### src/hw/fetch_pkg.sv
package fetch_pkg;

    //////////////////////////////////////////////////////////////////////
    // Widths
    //////////////////////////////////////////////////////////////////////

    // Word addresses, one instruction per word
    localparam int PC_W        = 16;
    localparam int OPCODE_W    = 4;
    localparam int OFFSET_W    = 12;
    // Slots per fetch group
    localparam int FETCH_WIDTH = 4;
    localparam int SLOT_W      = $clog2(FETCH_WIDTH);

    // Control-flow opcodes
    // Conditional branch
    localparam logic [OPCODE_W-1:0] OP_BRANCH = 4'hC;
    // Loop back-edge, always taken
    localparam logic [OPCODE_W-1:0] OP_LOOP   = 4'hD;

    typedef logic [PC_W-1:0] pc_t;

    // Opcode on top, signed word offset below
    typedef struct packed {
        logic [OPCODE_W-1:0] opcode;
        logic [OFFSET_W-1:0] offset;
    } instr_t;

    // Slot 0 in the low bits, holds the word at pc
    typedef instr_t [FETCH_WIDTH-1:0] fetch_group_t;

    //////////////////////////////////////////////////////////////////////
    // Predictor and next-PC encodings
    //////////////////////////////////////////////////////////////////////

    // Bit 1 is the taken prediction
    typedef enum logic [1:0] {
        SN = 2'b00,
        WN = 2'b01,
        WT = 2'b10,
        ST = 2'b11
    } pred_state_t;

    // Next-PC select, 01 unused
    typedef enum logic [1:0] {
        PCSEL_SEQ       = 2'b00,
        PCSEL_TGT_ONLY  = 2'b10,
        PCSEL_TGT_FIRST = 2'b11
    } pcsel_t;

    // Bus read FSM
    typedef enum logic {
        FS_IDLE = 1'b0,
        FS_BUSY = 1'b1
    } fetch_state_t;

    //////////////////////////////////////////////////////////////////////
    // Bundles
    //////////////////////////////////////////////////////////////////////

    // Scan result for one group
    typedef struct packed {
        logic [FETCH_WIDTH-1:0] br_mask;
        logic                   loop_first;
        pc_t                    target;
    } scan_t;

    // Back-end report, one per cycle
    typedef struct packed {
        logic branch_done;
        logic mispredict;
        logic mispred_second;
        logic pred_taken;
    } commit_t;

    // Group handed to decode
    typedef struct packed {
        logic         valid;
        pc_t          pc;
        fetch_group_t group;
        pcsel_t       pcsel;
    } fetch_out_t;

endpackage

### src/hw/branch_scan.sv
`timescale 1ns/10ps

module branch_scan import fetch_pkg::*; (
    input  fetch_group_t group,
    input  pc_t          pc,
    output scan_t        scan
);

    // Branch or loop per slot
    logic [FETCH_WIDTH-1:0] br_mask;
    // Index of the lowest branch slot
    logic [SLOT_W-1:0]      first_slot;
    instr_t                 first_instr;
    // Address of that slot
    pc_t                    slot_pc;
    // Offset widened to a full address
    pc_t                    offset_ext;

    //////////////////////////////////////////////////////////////////////
    // Opcode compare per slot
    //////////////////////////////////////////////////////////////////////

    always_comb begin
        for (int i = 0; i < FETCH_WIDTH; i++) begin
            // Both kinds redirect fetch
            br_mask[i] = (group[i].opcode == OP_BRANCH) ||
                         (group[i].opcode == OP_LOOP);
        end
    end

    //////////////////////////////////////////////////////////////////////
    // Priority encoder for the lowest slot
    //////////////////////////////////////////////////////////////////////

    always_comb begin
        // Slot 0 when the group has no branch
        first_slot = '0;
        // Walk down so the lowest hit is written last
        for (int i = FETCH_WIDTH - 1; i >= 0; i--) begin
            if (br_mask[i]) begin
                first_slot = SLOT_W'(i);
            end
        end
    end

    assign first_instr = group[first_slot];

    // Target is relative to the branch's own word
    assign slot_pc    = pc + pc_t'(first_slot);
    assign offset_ext = {{(PC_W - OFFSET_W){first_instr.offset[OFFSET_W-1]}},
                         first_instr.offset};

    // Pack the result
    assign scan.br_mask    = br_mask;
    // Slot 0 of an empty mask is never a loop
    assign scan.loop_first = (first_instr.opcode == OP_LOOP);
    assign scan.target     = slot_pc + offset_ext;

endmodule

### src/hw/dyn_branch_predictor.sv
`timescale 1ns/10ps

module dyn_branch_predictor import fetch_pkg::*; (
    input  logic    clk,
    input  logic    rst_n,
    input  commit_t commit,
    input  logic    fetch_ack,
    input  scan_t   scan,
    output pcsel_t  pcsel
);

    // Single shared counter, no per-address state
    pred_state_t ctr;
    pred_state_t ctr_nxt;
    // Branches in the group, 0 to FETCH_WIDTH
    logic [SLOT_W:0] n_br;

    // One step toward ST, saturating
    function automatic pred_state_t sat_up(input pred_state_t s);
        case (s)
            SN:      return WN;
            WN:      return WT;
            default: return ST;
        endcase
    endfunction

    // One step toward SN, saturating
    function automatic pred_state_t sat_down(input pred_state_t s);
        case (s)
            ST:      return WT;
            WT:      return WN;
            default: return SN;
        endcase
    endfunction

    //////////////////////////////////////////////////////////////////////
    // Counter training
    //////////////////////////////////////////////////////////////////////

    always_comb begin
        ctr_nxt = ctr;
        // Commit beats mispredict
        if (commit.branch_done) begin
            ctr_nxt = commit.pred_taken ? sat_up(ctr) : sat_down(ctr);
        end else if (commit.mispredict) begin
            if (commit.mispred_second) begin
                // Second branch of its group, hard retrain
                if (commit.pred_taken) begin
                    ctr_nxt = (ctr == ST) ? WN : SN;
                end else begin
                    ctr_nxt = (ctr == SN) ? WT : ST;
                end
            end else if (commit.pred_taken) begin
                // Wrongly taken, two steps down
                ctr_nxt = sat_down(sat_down(ctr));
            end else begin
                // Wrongly not taken
                ctr_nxt = sat_up(ctr);
            end
        end
    end

    // Starts strongly taken
    always_ff @(posedge clk or negedge rst_n) begin
        if (!rst_n) begin
            ctr <= ST;
        end else begin
            ctr <= ctr_nxt;
        end
    end

    //////////////////////////////////////////////////////////////////////
    // Next-PC select
    //////////////////////////////////////////////////////////////////////

    // Population count of the mask
    always_comb begin
        n_br = '0;
        for (int i = 0; i < FETCH_WIDTH; i++) begin
            if (scan.br_mask[i]) begin
                n_br = n_br + 1'b1;
            end
        end
    end

    always_comb begin
        pcsel = PCSEL_SEQ;
        if (fetch_ack) begin
            if (scan.loop_first) begin
                // Loops ignore the counter
                pcsel = PCSEL_TGT_FIRST;
            end else if (n_br == 1) begin
                pcsel = ctr[1] ? PCSEL_TGT_ONLY : PCSEL_SEQ;
            end else if (n_br > 1) begin
                pcsel = ctr[1] ? PCSEL_TGT_FIRST : PCSEL_SEQ;
            end
        end
    end

endmodule

### src/hw/fetch_ctrl.sv
`timescale 1ns/10ps

module fetch_ctrl import fetch_pkg::*; (
    input  logic         clk,
    input  logic         rst_n,
    input  fetch_group_t wb_dat_i,
    input  logic         wb_ack,
    input  logic         out_ready,
    input  pcsel_t       pcsel,
    input  pc_t          target,
    output logic         wb_cyc,
    output logic         wb_stb,
    output pc_t          wb_adr,
    output logic         fetch_ack,
    output pc_t          pc,
    output fetch_out_t   fetch_out
);

    fetch_state_t state;
    fetch_state_t state_nxt;

    // Output register, valid has reset, payload does not
    logic         out_valid;
    pc_t          out_pc;
    fetch_group_t out_group;
    pcsel_t       out_pcsel;

    // Handshake at the output
    logic out_xfer;
    // Register empty now or emptied this cycle
    logic out_free;

    assign out_xfer = out_valid && out_ready;
    assign out_free = !out_valid || out_ready;

    //////////////////////////////////////////////////////////////////////
    // Wishbone classic read
    //////////////////////////////////////////////////////////////////////

    // Ack only counts inside our own cycle
    assign fetch_ack = (state == FS_BUSY) && wb_ack;

    always_comb begin
        state_nxt = state;
        case (state)
            FS_IDLE: begin
                // New request only if the ack data will have a home
                if (out_free) begin
                    state_nxt = FS_BUSY;
                end
            end
            FS_BUSY: begin
                // Cycle ends on ack, cyc drops next cycle
                if (wb_ack) begin
                    state_nxt = FS_IDLE;
                end
            end
            default: state_nxt = FS_IDLE;
        endcase
    end

    always_ff @(posedge clk or negedge rst_n) begin
        if (!rst_n) begin
            state <= FS_IDLE;
        end else begin
            state <= state_nxt;
        end
    end

    // cyc and stb move together
    assign wb_cyc = (state == FS_BUSY);
    assign wb_stb = (state == FS_BUSY);
    // pc only changes at ack, so adr holds for the whole cycle
    assign wb_adr = pc;

    //////////////////////////////////////////////////////////////////////
    // PC and output register
    //////////////////////////////////////////////////////////////////////

    always_ff @(posedge clk or negedge rst_n) begin
        if (!rst_n) begin
            pc <= '0;
        end else if (fetch_ack) begin
            // Fall through or redirect
            pc <= (pcsel == PCSEL_SEQ) ? pc + pc_t'(FETCH_WIDTH) : target;
        end
    end

    always_ff @(posedge clk or negedge rst_n) begin
        if (!rst_n) begin
            out_valid <= 1'b0;
        end else if (fetch_ack) begin
            out_valid <= 1'b1;
        end else if (out_xfer) begin
            out_valid <= 1'b0;
        end
    end

    // Captured with the pc of the request, before it advances
    always_ff @(posedge clk) begin
        if (fetch_ack) begin
            out_pc    <= pc;
            out_group <= wb_dat_i;
            out_pcsel <= pcsel;
        end
    end

    assign fetch_out.valid = out_valid;
    assign fetch_out.pc    = out_pc;
    assign fetch_out.group = out_group;
    assign fetch_out.pcsel = out_pcsel;

endmodule

### src/hw/fetch_top.sv
`timescale 1ns/10ps

module fetch_top import fetch_pkg::*; (
    input  logic         clk,
    input  logic         rst_n,
    input  fetch_group_t wb_dat_i,
    input  logic         wb_ack,
    input  commit_t      commit,
    input  logic         out_ready,
    output logic         wb_cyc,
    output logic         wb_stb,
    output pc_t          wb_adr,
    output fetch_out_t   fetch_out
);

    // Current fetch address
    pc_t    pc;
    // Scan of the data on the bus
    scan_t  scan;
    pcsel_t pcsel;
    // Bus ack inside our cycle
    logic   fetch_ack;

    //////////////////////////////////////////////////////////////////////
    // Scan, predict, fetch
    //////////////////////////////////////////////////////////////////////

    // Looks at read data in the ack cycle
    branch_scan i_branch_scan (
        .group (wb_dat_i),
        .pc    (pc),
        .scan  (scan)
    );

    dyn_branch_predictor i_dyn_branch_predictor (
        .clk       (clk),
        .rst_n     (rst_n),
        .commit    (commit),
        .fetch_ack (fetch_ack),
        .scan      (scan),
        .pcsel     (pcsel)
    );

    fetch_ctrl i_fetch_ctrl (
        .clk       (clk),
        .rst_n     (rst_n),
        .wb_dat_i  (wb_dat_i),
        .wb_ack    (wb_ack),
        .out_ready (out_ready),
        .pcsel     (pcsel),
        .target    (scan.target),
        .wb_cyc    (wb_cyc),
        .wb_stb    (wb_stb),
        .wb_adr    (wb_adr),
        .fetch_ack (fetch_ack),
        .pc        (pc),
        .fetch_out (fetch_out)
    );

endmodule

### config.mk
export PLATFORM = sky130hd
export DESIGN_NAME = fetch_top
export DESIGN_NICKNAME = d
export VERILOG_FILES = /design/src/hw/fetch_pkg.sv /design/src/hw/branch_scan.sv /design/src/hw/dyn_branch_predictor.sv /design/src/hw/fetch_ctrl.sv /design/src/hw/fetch_top.sv
export SDC_FILE = /design/constraint.sdc
export NUM_CORES = 1
export LEC_CHECK = 0
export BUFFER_PORTS_ARGS = -buffer_cell sky130_fd_sc_hd__buf_2
export CELL_PAD_IN_SITES_DETAIL_PLACEMENT = 0
export CELL_PAD_IN_SITES_GLOBAL_PLACEMENT = 2
export CORE_ASPECT_RATIO = 1.4
export CORE_MARGIN = 2
export CORE_UTILIZATION = 30
export DETAILED_ROUTE_END_ITERATION = 10
export GPL_ROUTABILITY_DRIVEN = 0
export PLACE_DENSITY_LB_ADDON = 0.15
export SYNTH_ARGS = -nofsm -noshare
export SYNTH_HDL_FRONTEND = slang
export SYNTH_HIERARCHICAL = 1
export SYNTH_SLANG_ARGS = --single-unit
### constraint.sdc
create_clock -name clk -period 4.55 [get_ports clk]
set_clock_uncertainty 0.05 [all_clocks]
set_input_delay 0.455 -clock clk [delete_from_list [all_inputs] [get_ports clk]]
set_output_delay 0.455 -clock clk [all_outputs]
set_load 0.05 [all_outputs]
==> metrics.txt <==
final setup violation count 0; crit path cell chain buf_2, nand3b_4, inv_2, a211oi_2, inv_2, o311ai_0, fa_1, inv_1, ha_1, inv_1, fa_1, nor2b_1, o31a_2, o21ai_4, a211oi_4, buf_4, o31ai_4, xor2_1, a22oi_1, nand3_1; normalized max-slew margin 0.497; Synth top area share 0.458; # IOs 173; FMAX 242 MHz; Placed Area 6430 sq um; Crit path buffers/inverters 6; HPWL after detailed placement 10900 microns; drt wl/cell 17.2 microns; kind of critical path input pin to flip-flop; part of the Yosys area used for sequential elements 0.552; Filler cells 1713; initial antenna violation count 0; crit path DAT 4.29 ns; chip height 162 microns; PostCTS Resize Cnt 0; Skew-Pair Late Insertion Delay 0.35 ns; first-pass GRT wire length 21700 microns; P_leak 2.87 nW; DRT Pass-1 Iters 4; DRT iter0 DRCs 194; die area 19000 sq um; largest stage delay on the critical path 0.50 ns; overall routing resource usage 0.149; row count 57; Final Total Pwr 4.03 mW; Pwr Density 600 nW/um^2; crit path max fanout 9; RSZ-0062 raised after global routing no; path type of the worst min-delay path input pin to asynchronous set/reset pin; Final period util 0.907; Slew Limit Fails 0; largest net degree at the start of global routing 59; synth top area cells edfxtp_1 (46%), dfrtp_1 (8.4%), ha_1 (7.2%); max_cap viols 0; Root Buffer clkbuf_16; final WL 14400 microns; Num CTS Buffers 9; Max VDD drop 0.000358 V; outcome finished, final reports clean; maximum clock insertion buffer count 2; mean post-synth cell area 12.5 sq um; vias in the first global route 3988; R2R setup slack 1.36 ns; nature of the critical path startpoint input pin; post-route setup TNS 0 ns; Final Hold Fails 0; Final #Nets 702; total grt overflow 0; area added between synthesis and finish 24.8%; Core Box Area 17500 sq um; commonest non-fill, non-tap cell in the layout buf_2; Reg clk slew, reported paths 0.07 ns; prevailing post-synth register cell edfxtp_1; core occupancy in the finished layout 0.384; residual DRC count 0; worst r2r path cells 15; IO buf count 172; worst r2r dst i_fetch_ctrl/pc[15]; Final ANT Viol Nets 0; WP data required 4.71 ns; ratio of cells with drive above 1 in the final layout 0.388; Mapped Area 5370 sq um; syn nets 537; hold buffers post-CTS 0; minimum clock period after layout 4.13 ns; area leader, netlist edfxtp_1; CTS tree done; synthesis-stage register bit count 102; commonest non-fill, non-tap cells in the layout buf_2 (172), edfxtp_1 (82), ha_1 (31), o21ai_0 (26), nand2_1 (24); asr flop ratio synth 0.196; nature of the critical path endpoint flip-flop; Yosys cell types 72; # diodes 0; Cell Count, Final, Fillers Out 836; placed cells 821; via count 4018; clk sinks 102; Synth Instances 431; CTS H-tree lvls 3; worst r2r src i_fetch_ctrl/pc[1]; CP max stage cell fa_1; Slew @ Worst Pin 0.754 ns; cell family with most CP delay compound AO/OA/AOI/OAI gates; Initial Utilization 0.308; number of flops mapped to enable cells by yosys 82; cell area after layout 6710 sq um; Post-CTS Setup Inserts 0; vias per inst 4.81; die width 117 microns; Yosys warnings 6
==> report_power, final <==
part	switching, mW	total (mW)	leakage (nW)	internal, mW
Clock	0.370	0.750	0.136	0.379
Sequential	0.172	1.37	1.00	1.20
Combinational	1.26	1.91	1.73	0.642
==> final cells by class <==
class,instances,area (sq um),area share
flip-flops and latches,102,2970,0.442
clock inverters,6,56.3,0.00839
repair buffers,183,943,0.141
clock buffers,9,225,0.0336
inverters,28,108,0.0160
well taps,236,295,0.0440
multi-input cells,272,2110,0.315
==> worst max path at each step <==
stage	cells past startpoint	end	from	slack, ns
global placement	21	i_fetch_ctrl/pc[13]	wb_dat_i[45]	0.16
floorplan	23	i_fetch_ctrl/pc[13]	wb_dat_i[45]	0.38
global route	20	i_fetch_ctrl/pc[15]	wb_dat_i[29]	0.14
CTS	20	i_fetch_ctrl/pc[15]	wb_dat_i[29]	0.39
finish	20	i_fetch_ctrl/pc[15]	wb_dat_i[29]	0.42
detailed placement	20	i_fetch_ctrl/pc[15]	wb_dat_i[29]	0.05
==> cells by family after synthesis <==
group	Yosys count	share of synthesized area
muxes	14	0.0268
and+or+nand+nor	92	0.0997
adders and majority gates	35	0.0852
xor gates and xnor gates	13	0.0212
buffers and inverters	57	0.0556
DFF	102	0.552
AOI/OAI and AO/OA	118	0.160
==> metal layers <==
metal | wire length [microns] | part of all wire | track usage | vias to the layer above
met3 | 858 | 0.060 | 0.0283 | 16
met2 | 7170 | 0.50 | 0.259 | 130
li1 | - | - | - | 1971
met5 | 0 | 0 | 0 | -
met1 | 6120 | 0.43 | 0.187 | 1901
met4 | 227 | 0.016 | 0.0455 | 0
==> synth_stat cells (3+ instances only) <==
cell type / number
inv_2: 4
a2bb2oi_1: 7
nand3b_4: 4
mux2_2: 3
nor3_1: 8
o21a_1: 3
clkbuf_1: 7
nand2_1: 24
o22ai_1: 7
xnor2_1: 7
inv_1: 24
mux2i_1: 11
buf_4: 18
dfrtp_1: 18
ha_1: 31
a21o_1: 4
or3_1: 3
a31oi_1: 4
xor2_1: 6
a22oi_1: 12
nor2_1: 15
nand3_1: 12
o21ai_0: 26
a21oi_1: 21
edfxtp_1: 82
fa_1: 3
==> per-stage QoR <==
| step | hold slack (ns) | worst slack (ns) |
|---|---|---|
| CTS | 0.0426 | 0.394 |
| floorplan | 0.109 | 0.383 |
| global route | 0.0586 | 0.143 |
| global placement | 0.423 | 0.158 |
| detailed placement | 0.435 | 0.0508 |
| finish | 0.0386 | 0.422 |
==> flip-flops by register name (all words and copies together), names as in the netlist <==
register                    count
i_fetch_ctrl/pc                16
i_fetch_ctrl/fetch_out         64
i_fetch_ctrl/out_valid          1
i_fetch_ctrl/wb_cyc             1
i_dyn_branch_predictor/ctr      2
i_fetch_ctrl/out_pc            16
i_fetch_ctrl/out_pcsel          2
Note: power is estimated with default switching activity, not from simulation.
